===== config.mk =====
export PLATFORM = sky130hd
export DESIGN_NAME = exu_top
export DESIGN_NICKNAME = d
export VERILOG_FILES = /design/src/design/exu_pipe_pkg.sv /design/src/design/rv_isa_pkg.sv /design/src/design/alu_if.sv /design/src/design/bypass_if.sv /design/src/design/exu_top.sv /design/src/design/exu_stage.sv /design/src/design/bypass_net.sv /design/src/design/alu.sv
export SDC_FILE = /design/constraint.sdc
export NUM_CORES = 1
export LEC_CHECK = 0
export ABC_AREA = 0
export CAP_MARGIN = 20
export CORE_ASPECT_RATIO = 1.75
export CORE_MARGIN = 2
export CORE_UTILIZATION = 30
export DETAILED_ROUTE_END_ITERATION = 10
export DONT_BUFFER_PORTS = 1
export SLEW_MARGIN = 20
export SYNTH_ARGS = -nofsm -noshare
export SYNTH_HDL_FRONTEND = slang
export SYNTH_SLANG_ARGS = --single-unit
export TNS_END_PERCENT = 50

===== constraint.sdc =====
create_clock -name clk -period 10.5 [get_ports clk]
set_input_delay 1.575 -clock clk [delete_from_list [all_inputs] [get_ports clk]]
set_output_delay 1.575 -clock clk [all_outputs]
set_load 0.005 [all_outputs]

===== src/design/exu_pipe_pkg.sv =====
`default_nettype none

package exu_pipe_pkg;

    // Number of register writes the forwarding history remembers
    localparam int bypass_depth = 4;

    // One-hot order from the msb is mtvec, mepc, mstatus, mcause
    localparam int csr_sel_w = 4;

    // CSR instructions carry the CSR number in the low bits of the immediate
    typedef union packed {
        logic [31:0] imm;
        struct packed {
            logic [19:0] unused;
            logic [11:0] num;
        } csr_view;
    } imm_csr_u;

endpackage

`default_nettype wire


===== src/design/rv_isa_pkg.sv =====
`default_nettype none

package rv_isa_pkg;

    // RV32E has 16 architectural registers
    localparam int reg_idx_w = 4;
    localparam int xlen      = 32;
    localparam int alu_op_w  = 5;

    localparam logic [alu_op_w-1:0] op_add  = 5'd0;
    localparam logic [alu_op_w-1:0] op_sub  = 5'd1;
    localparam logic [alu_op_w-1:0] op_and  = 5'd2;
    localparam logic [alu_op_w-1:0] op_or   = 5'd3;
    localparam logic [alu_op_w-1:0] op_xor  = 5'd4;
    localparam logic [alu_op_w-1:0] op_sll  = 5'd5;
    localparam logic [alu_op_w-1:0] op_srl  = 5'd6;
    localparam logic [alu_op_w-1:0] op_sra  = 5'd7;
    localparam logic [alu_op_w-1:0] op_slt  = 5'd8;
    localparam logic [alu_op_w-1:0] op_sltu = 5'd9;

    // Branch codes compare c with d and add a and b for the target
    localparam logic [alu_op_w-1:0] op_beq  = 5'd10;
    localparam logic [alu_op_w-1:0] op_bne  = 5'd11;
    localparam logic [alu_op_w-1:0] op_blt  = 5'd12;
    localparam logic [alu_op_w-1:0] op_bge  = 5'd13;
    localparam logic [alu_op_w-1:0] op_bltu = 5'd14;
    localparam logic [alu_op_w-1:0] op_bgeu = 5'd15;
    localparam logic [alu_op_w-1:0] op_jal  = 5'd16;

    localparam logic [11:0] csr_mstatus = 12'h300;
    localparam logic [11:0] csr_mtvec   = 12'h305;
    localparam logic [11:0] csr_mepc    = 12'h341;
    localparam logic [11:0] csr_mcause  = 12'h342;

endpackage

`default_nettype wire

===== src/design/alu_if.sv =====
`default_nettype none

interface alu_if import rv_isa_pkg::*; ();

    logic [alu_op_w-1:0] op;
    logic [xlen-1:0]     a;
    logic [xlen-1:0]     b;
    // Forwarded register values for branch compares
    logic [xlen-1:0]     c;
    logic [xlen-1:0]     d;
    logic [xlen-1:0]     result;
    logic                cond;

    modport stage (output op, a, b, c, d, input result, cond);

    modport alu (input op, a, b, c, d, output result, cond);

endinterface

`default_nettype wire


===== src/design/bypass_if.sv =====
`default_nettype none

interface bypass_if import rv_isa_pkg::*; ();

    logic [reg_idx_w-1:0] rs1;
    logic [reg_idx_w-1:0] rs2;
    logic [xlen-1:0]      src1_reg;
    logic [xlen-1:0]      src2_reg;
    logic                 push;
    logic [reg_idx_w-1:0] push_rd;
    logic [xlen-1:0]      push_data;
    logic                 push_is_load;
    logic                 load_valid;
    logic [xlen-1:0]      load_data;
    logic [xlen-1:0]      src1_fwd;
    logic [xlen-1:0]      src2_fwd;
    logic                 hazard;

    modport stage (
        output rs1, rs2, src1_reg, src2_reg,
        output push, push_rd, push_data, push_is_load,
        output load_valid, load_data,
        input  src1_fwd, src2_fwd, hazard
    );

    modport net (
        input  rs1, rs2, src1_reg, src2_reg,
        input  push, push_rd, push_data, push_is_load,
        input  load_valid, load_data,
        output src1_fwd, src2_fwd, hazard
    );

endinterface

`default_nettype wire


===== src/design/exu_top.sv =====
`default_nettype none

module exu_top
    import rv_isa_pkg::*;
    import exu_pipe_pkg::*;
(
    input  logic                 clk,
    input  logic                 rst,
    input  logic                 in_valid,
    output logic                 in_ready,
    input  logic [xlen-1:0]      in_pc,
    input  logic [xlen-1:0]      in_imm,
    input  logic [reg_idx_w-1:0] in_rd,
    input  logic [reg_idx_w-1:0] in_rs1,
    input  logic [reg_idx_w-1:0] in_rs2,
    input  logic [xlen-1:0]      in_src1,
    input  logic [xlen-1:0]      in_src2,
    input  logic [alu_op_w-1:0]  in_alu_op,
    input  logic                 in_src1_is_pc,
    input  logic                 in_src2_is_imm,
    input  logic                 in_is_jump,
    input  logic                 in_is_load,
    input  logic                 in_is_store,
    input  logic                 in_gpr_we,
    input  logic                 in_csr_rw,
    input  logic                 in_csr_rs,
    input  logic [xlen-1:0]      in_csr_rdata,
    input  logic                 in_ecall,
    input  logic                 in_mret,
    output logic                 out_valid,
    input  logic                 out_ready,
    output logic [xlen-1:0]      out_pc,
    output logic [reg_idx_w-1:0] out_rd,
    output logic                 out_gpr_we,
    output logic                 out_is_load,
    output logic                 out_is_store,
    output logic [xlen-1:0]      out_result,
    output logic [xlen-1:0]      out_store_data,
    output logic                 out_csr_we,
    output logic [csr_sel_w-1:0] out_csr_sel,
    output logic [xlen-1:0]      out_csr_wdata,
    input  logic                 load_valid,
    input  logic [xlen-1:0]      load_data,
    output logic                 redirect_valid,
    output logic [xlen-1:0]      redirect_pc,
    input  logic                 redirect_ack
);

    bypass_if byp_bus ();
    alu_if    alu_bus ();

    exu_stage stage_i (
        .byp (byp_bus),
        .alu (alu_bus),
        .*
    );

    bypass_net bypass_i (
        .clk (clk),
        .rst (rst),
        .byp (byp_bus)
    );

    alu alu_i (
        .alu (alu_bus)
    );

endmodule

`default_nettype wire


===== src/design/exu_stage.sv =====
`default_nettype none

module exu_stage
    import rv_isa_pkg::*;
    import exu_pipe_pkg::*;
(
    input  logic                 clk,
    input  logic                 rst,
    input  logic                 in_valid,
    output logic                 in_ready,
    input  logic [xlen-1:0]      in_pc,
    input  logic [xlen-1:0]      in_imm,
    input  logic [reg_idx_w-1:0] in_rd,
    input  logic [reg_idx_w-1:0] in_rs1,
    input  logic [reg_idx_w-1:0] in_rs2,
    input  logic [xlen-1:0]      in_src1,
    input  logic [xlen-1:0]      in_src2,
    input  logic [alu_op_w-1:0]  in_alu_op,
    input  logic                 in_src1_is_pc,
    input  logic                 in_src2_is_imm,
    input  logic                 in_is_jump,
    input  logic                 in_is_load,
    input  logic                 in_is_store,
    input  logic                 in_gpr_we,
    input  logic                 in_csr_rw,
    input  logic                 in_csr_rs,
    input  logic [xlen-1:0]      in_csr_rdata,
    input  logic                 in_ecall,
    input  logic                 in_mret,
    output logic                 out_valid,
    input  logic                 out_ready,
    output logic [xlen-1:0]      out_pc,
    output logic [reg_idx_w-1:0] out_rd,
    output logic                 out_gpr_we,
    output logic                 out_is_load,
    output logic                 out_is_store,
    output logic [xlen-1:0]      out_result,
    output logic [xlen-1:0]      out_store_data,
    output logic                 out_csr_we,
    output logic [csr_sel_w-1:0] out_csr_sel,
    output logic [xlen-1:0]      out_csr_wdata,
    input  logic                 load_valid,
    input  logic [xlen-1:0]      load_data,
    output logic                 redirect_valid,
    output logic [xlen-1:0]      redirect_pc,
    input  logic                 redirect_ack,
    bypass_if.stage              byp,
    alu_if.stage                 alu
);

    logic [xlen-1:0]      src1;
    logic [xlen-1:0]      src2;
    logic [xlen-1:0]      pc_plus4;
    logic [xlen-1:0]      result;
    logic [xlen-1:0]      csr_wdata;
    logic [csr_sel_w-1:0] csr_sel;
    logic                 is_csr;
    logic                 trap;
    logic                 take_jump;
    logic                 keep;
    imm_csr_u             imm_view;

    assign imm_view = in_imm;
    assign in_ready = (!out_valid || out_ready) && !byp.hazard;
    // Wrong-path instructions are accepted and dropped while a redirect waits
    assign keep     = in_valid && in_ready && !redirect_valid;

    assign byp.rs1        = in_rs1;
    assign byp.rs2        = in_rs2;
    assign byp.src1_reg   = in_src1;
    assign byp.src2_reg   = in_src2;
    assign byp.load_valid = load_valid;
    assign byp.load_data  = load_data;
    assign src1 = byp.src1_fwd;
    assign src2 = byp.src2_fwd;

    assign alu.op = in_alu_op;
    assign alu.a  = in_src1_is_pc ? in_pc : src1;
    assign alu.b  = in_src2_is_imm ? imm_view.imm : src2;
    assign alu.c  = src1;
    assign alu.d  = src2;

    assign pc_plus4  = in_pc + xlen'(4);
    assign result    = in_is_jump ? pc_plus4 : alu.result;
    assign is_csr    = in_csr_rw || in_csr_rs;
    assign trap      = in_ecall || in_mret;
    assign take_jump = in_is_jump && alu.cond && (alu.result != pc_plus4);

    assign byp.push         = keep && in_gpr_we;
    assign byp.push_rd      = in_rd;
    assign byp.push_data    = is_csr ? in_csr_rdata : result;
    assign byp.push_is_load = in_is_load;

    assign csr_wdata = ({xlen{in_csr_rw}} & src1)
                     | ({xlen{in_csr_rs}} & (src1 | in_csr_rdata));

    always_comb begin
        case (imm_view.csr_view.num)
            csr_mtvec:   csr_sel = 4'b1000;
            csr_mepc:    csr_sel = 4'b0100;
            csr_mstatus: csr_sel = 4'b0010;
            csr_mcause:  csr_sel = 4'b0001;
            default:     csr_sel = '0;
        endcase
        if (!is_csr) begin
            csr_sel = '0;
        end
    end

    always_ff @(posedge clk or posedge rst) begin
        if (rst) begin
            out_valid      <= 1'b0;
            redirect_valid <= 1'b0;
        end else begin
            if (!out_valid || out_ready) begin
                out_valid <= keep;
            end
            if (keep && (trap || take_jump)) begin
                redirect_valid <= 1'b1;
            end else if (redirect_ack) begin
                redirect_valid <= 1'b0;
            end
        end
    end

    always_ff @(posedge clk) begin
        if (keep) begin
            out_pc         <= in_pc;
            out_rd         <= in_rd;
            out_gpr_we     <= in_gpr_we;
            out_is_load    <= in_is_load;
            out_is_store   <= in_is_store;
            out_result     <= result;
            out_store_data <= src2;
            out_csr_we     <= is_csr;
            out_csr_sel    <= csr_sel;
            out_csr_wdata  <= csr_wdata;
        end
        if (keep && (trap || take_jump)) begin
            redirect_pc <= trap ? in_csr_rdata : alu.result;
        end
    end

    assert property (@(posedge clk) disable iff (rst)
        out_valid && !out_ready |=> out_valid && $stable({out_pc, out_rd, out_gpr_we,
            out_is_load, out_is_store, out_result, out_store_data, out_csr_we,
            out_csr_sel, out_csr_wdata}))
        else $error("output payload changed while stalled");

    assert property (@(posedge clk) disable iff (rst)
        redirect_valid && !redirect_ack |=> redirect_valid && $stable(redirect_pc))
        else $error("redirect dropped before acknowledge");

endmodule

`default_nettype wire


===== src/design/bypass_net.sv =====
`default_nettype none

module bypass_net
    import rv_isa_pkg::*;
    import exu_pipe_pkg::*;
(
    input logic   clk,
    input logic   rst,
    bypass_if.net byp
);

    // Entry 0 is the newest write
    logic [bypass_depth-1:0] ent_valid;
    logic [bypass_depth-1:0] ent_pending;
    logic [reg_idx_w-1:0]    ent_rd   [bypass_depth];
    logic [xlen-1:0]         ent_data [bypass_depth];

    logic [bypass_depth-1:0] fill_sel;
    logic [bypass_depth-1:0] pend_now;
    logic [xlen-1:0]         data_now [bypass_depth];
    logic                    src1_wait;
    logic                    src2_wait;

    // Loads return in order, so a fill goes to the oldest pending entry
    always_comb begin
        fill_sel = '0;
        for (int i = 0; i < bypass_depth; i++) begin
            if (ent_pending[i]) begin
                fill_sel    = '0;
                fill_sel[i] = byp.load_valid;
            end
        end
        pend_now = ent_pending & ~fill_sel;
        for (int i = 0; i < bypass_depth; i++) begin
            data_now[i] = fill_sel[i] ? byp.load_data : ent_data[i];
        end
    end

    // Returns {wait, value}; later iterations are newer and win
    function automatic logic [xlen:0] lookup(input logic [reg_idx_w-1:0] rs,
                                             input logic [xlen-1:0]      reg_val);
        logic [xlen:0] res;
        res = {1'b0, reg_val};
        for (int i = bypass_depth - 1; i >= 0; i--) begin
            if (ent_valid[i] && ent_rd[i] == rs && rs != '0) begin
                res = {pend_now[i], data_now[i]};
            end
        end
        return res;
    endfunction

    assign {src1_wait, byp.src1_fwd} = lookup(byp.rs1, byp.src1_reg);
    assign {src2_wait, byp.src2_fwd} = lookup(byp.rs2, byp.src2_reg);
    assign byp.hazard = src1_wait || src2_wait;

    always_ff @(posedge clk or posedge rst) begin
        if (rst) begin
            ent_valid   <= '0;
            ent_pending <= '0;
        end else if (byp.push) begin
            ent_valid   <= {ent_valid[bypass_depth-2:0], 1'b1};
            ent_pending <= {pend_now[bypass_depth-2:0], byp.push_is_load};
        end else begin
            ent_pending <= pend_now;
        end
    end

    always_ff @(posedge clk) begin
        if (byp.push) begin
            for (int i = bypass_depth - 1; i > 0; i--) begin
                ent_rd[i]   <= ent_rd[i-1];
                ent_data[i] <= data_now[i-1];
            end
            ent_rd[0]   <= byp.push_rd;
            ent_data[0] <= byp.push_data;
        end else begin
            for (int i = 0; i < bypass_depth; i++) begin
                ent_data[i] <= data_now[i];
            end
        end
    end

    assert property (@(posedge clk) disable iff (rst) byp.load_valid |-> |ent_pending)
        else $error("load data returned with no pending load in the history");

endmodule

`default_nettype wire


===== src/design/alu.sv =====
`default_nettype none

module alu import rv_isa_pkg::*; (
    alu_if.alu alu
);

    logic [xlen-1:0] sum;

    assign sum = alu.a + alu.b;

    always_comb begin
        case (alu.op)
            op_add:  alu.result = sum;
            op_sub:  alu.result = alu.a - alu.b;
            op_and:  alu.result = alu.a & alu.b;
            op_or:   alu.result = alu.a | alu.b;
            op_xor:  alu.result = alu.a ^ alu.b;
            op_sll:  alu.result = alu.a << alu.b[4:0];
            op_srl:  alu.result = alu.a >> alu.b[4:0];
            op_sra:  alu.result = $signed(alu.a) >>> alu.b[4:0];
            op_slt:  alu.result = {{(xlen-1){1'b0}}, $signed(alu.a) < $signed(alu.b)};
            op_sltu: alu.result = {{(xlen-1){1'b0}}, alu.a < alu.b};
            // Branches and jal produce the jump target
            op_beq, op_bne, op_blt, op_bge, op_bltu, op_bgeu, op_jal:
                alu.result = sum;
            default: alu.result = '0;
        endcase
    end

    always_comb begin
        case (alu.op)
            op_beq:  alu.cond = alu.c == alu.d;
            op_bne:  alu.cond = alu.c != alu.d;
            op_blt:  alu.cond = $signed(alu.c) < $signed(alu.d);
            op_bge:  alu.cond = $signed(alu.c) >= $signed(alu.d);
            op_bltu: alu.cond = alu.c < alu.d;
            op_bgeu: alu.cond = alu.c >= alu.d;
            op_jal:  alu.cond = 1'b1;
            default: alu.cond = 1'b0;
        endcase
    end

endmodule

`default_nettype wire


==> flow_summary_export.csv <==
group,metric,value,unit
clock_tree,cts_tree,"built",
logic_synthesis,ys_types,115,
logic_synthesis,ys.flop_type,"edfxtp_1",
routing,highest-signal-layer,"met5",
setup_path,crit_slowest_cell,"nor3_1",
logic_synthesis,avgSynthCellArea,8.091,µm²
timing,worstMarginPinSlew,1.342,ns
setup_path,arrival,10.05,ns
finish,final_common_cell,"nor2_1",
timing,slew_violations,0,
power_and_ir_drop,cellLeakagePower,0.01292,µW
clock_tree,ctsResizeCount,0,
timing,rsz0062_at_grt,"false",
placement,io_buffers,0,
setup_path,critPathLaunchType,"primary input",
setup_path,cp_common_cell,"buf_4",
floorplanning,die_w,243.1,µm
setup_path,cp_max_fo,26,
timing,setup_viol,0,
floorplanning,ioPinCount,400,
power_and_ir_drop,ir_drop,0.1175,mV
finish,layout_common_cells,"nor2_1 (462), nand2_1 (330), a21oi_1 (290)",
finish,drive_gt1_share,12.28,%
clock_tree,cts.sinks,326,
routing,firstDrtPassIters,6,
logic_synthesis,synth_cells,3711,
clock_tree,clk_pin_slew,0.07,ns
logic_synthesis,synth_fp_nets,4068,
logic_synthesis,yosys_warnings,0,
power_and_ir_drop,power_density,199.5,mW/mm²
logic_synthesis,synth_edf_count,188,
clock_tree,postCtsHoldBufs,0,
timing,period_needed,9.715,ns
timing,fin_crit_sh,92.52,%
flow_run,max_cap_violations,0,
logic_synthesis,ys_ff_latch,326,
setup_path,critPathKind,"in2reg",
floorplanning,rows,153,
routing,drt_iter0_drc,4020,
status,outcome,"finished, final reports clean",
setup_path,crit_path_max_incr_delay,0.99,ns
floorplanning,die-area,0.1027,mm²
finish,nNetsFinal,4019,
routing,wl_met1,63680,µm
grt,grt_pass1_vias,30782,
timing,skew,0.02891,ns
hold_path,hold_path_class,"reg2reg",
finish,stdcell_area,0.03311,mm²
floorplanning,coreArea,0.09935,mm²
clock_tree,clockBufferDepth,3,
clock_tree,htree_levels,2,
finish,syn_to_final_growth,10.26,%
grt,groute.usage.overall,35.43,%
logic_synthesis,netlist_area,0.03003,mm²
clock_tree,cts_inserted_buffers,35,
placement,hpwl,145900,µm
grt,grt_pass1_wl,255400,µm
clock_tree,worst_skew_pair.late_latency,0.60,ns
routing,post_drt_wl_per_cell,37.46,µm
routing,vias,32356,
power_and_ir_drop,total_power,6606,µW
timing,fin_hold_ws,0.5202,ns
grt,grt_antenna_before_repair,20,
timing,max_slew_margin,7.965,%
placement,gp_congestion,1.112,
routing,routed_via_density,6.442,
timing,fin_setup_tns,0,ns
grt,grt_max_degree,91,
setup_path,required,10.83,ns
routing,drc,0,
routing,wl,188200,µm
floorplanning,start_util,30.22,%
timing,fmaxAchievable,102.9,MHz
logic_synthesis,async_reset_ff_share,3.067,%
routing,ant_nets,0,
setup_path,crit_path_end_kind,"flip-flop",
routing,dr_wl_met2,86760,µm
grt,overflow,0,
clock_tree,post-cts-setup-buffers,0,
logic_synthesis,ys_seq_area_share,28.17,%
floorplanning,die_h,422.5,µm
routing,dr_wl_met3,17590,µm
timing,hold_viol,0,
placement,dpl_cell_area,0.03190,mm²
clock_tree,root_buffer,"clkbuf_16",
[stage by stage]
| step | cells | setup slack, ns | util [%] |
|---|---|---|---|
| after floorplan | 3711 | 1.619 | - |
| after detailed placement | 4940 | 0.7383 | 32.11 |
| after global placement | 4940 | 0.8730 | 32.10 |
| after CTS | 5003 | 1.295 | 33.23 |
| after global routing | 5010 | 0.4047 | 33.29 |
| final | 5023 | 0.7851 | 33.32 |
[state kept, by name, indices dropped and copies added (netlist names)]
signal and cells:
bypass_i.ent_data 128, bypass_i.ent_pending 4, bypass_i.ent_rd 16, bypass_i.ent_valid 4, stage_i.out_csr_sel 4, stage_i.out_csr_wdata 32, stage_i.out_csr_we 1, stage_i.out_gpr_we 1
stage_i.out_is_load 1, stage_i.out_is_store 1, stage_i.out_pc 32, stage_i.out_rd 4, stage_i.out_result 32, stage_i.out_store_data 32, stage_i.out_valid 1, stage_i.redirect_pc 32
stage_i.redirect_valid 1
[cells in the mapped netlist, drive strengths merged, types with 120 or more instances]
library cell	instances	area share, %
nor2	476	6.0
nand2	334	4.2
dfxtp	128	8.5
inv	149	1.9
ha	130	5.4
buf	120	2.6
a21oi	295	5.0
mux2i	249	8.4
nor3	142	2.4
clkbuf	149	1.9
edfxtp	188	19
o21ai	186	3.1
[worst paths after layout]
path / startpoint / slack [ns] / to / depth (start not counted)
worst max-delay path: in_rs2[2] / 0.79 / stage_i.redirect_pc[20]$_DFFE_PP_ / 29
worst min-delay path: bypass_i.ent_data[3][7]$_DFF_P_ / 0.52 / bypass_i.ent_data[3][7]$_DFF_P_ / 2
worst min register to register: bypass_i.ent_data[3][7]$_DFF_P_ / 0.52 / bypass_i.ent_data[3][7]$_DFF_P_ / 2
max in group asynchronous: rst / 9.19 / stage_i.redirect_valid$_DFFE_PP0P_ / 1
min in group asynchronous: rst / 0.91 / bypass_i.ent_pending[1]$_DFF_PP0_ / 1
worst max register to register: bypass_i.ent_rd[3][2]$_DFFE_PP_ / 1.23 / stage_i.redirect_pc[20]$_DFFE_PP_ / 29
[cell type report]
cell class | instances | area (µm²)
clock buffer | 43 | 958.4
clock inverter | 20 | 158.9
multi-input combinational | 2964 | 19850
sequential | 326 | 8458
timing repair buffer | 183 | 1403
inverter | 152 | 585.6
tap | 1317 | 1648
antenna | 18 | 45.04
fill | 10441 | 66250
[layer usage]
| metal | GRT usage (%) | vias to the layer above |
|---|---|---|
| met3 | 9.973 | 681 |
| met1 | 37.10 | 15749 |
| met4 | 30.18 | 14 |
| met2 | 58.47 | 2205 |
| li1 | - | 13707 |
| met5 | 0.2846 | - |
[report_power, final]
group / internal, µW / leakage (µW) / switching [µW]
registers: 1770 / 0.00297 / 160
logic: 1070 / 0.00941 / 2330
clock network: 684 / 0.000543 / 596
total: 3520 / 0.0129 / 3090
[worst max-delay path, delay by kind of cell]
kind	cells	cell delay (ns)
buffers and inverters	5	1.18
AND/OR/NAND/NOR	11	3.25
AO/OA/AOI/OAI	9	2.96
adder cells (fa/ha/maj)	1	0.33
multiplexers	1	0.30
XOR/XNOR	2	0.37
[cells by family (layout without fill, tap and decap cells)]
family | count (synthesis) | count (layout) | share of synthesized area, %
muxes | 353 | 353 | 12.54
and+or+nand+nor | 1307 | 1307 | 20.03
other | 0 | 18 | 0
xor gates and xnor gates | 74 | 74 | 2.159
buffers and inverters | 421 | 398 | 6.401
DFF | 326 | 326 | 28.17
adders and majority gates | 132 | 132 | 5.551
AOI/OAI and AO/OA | 1098 | 1098 | 25.15
Note: power is estimated with default switching activity, not from simulation.
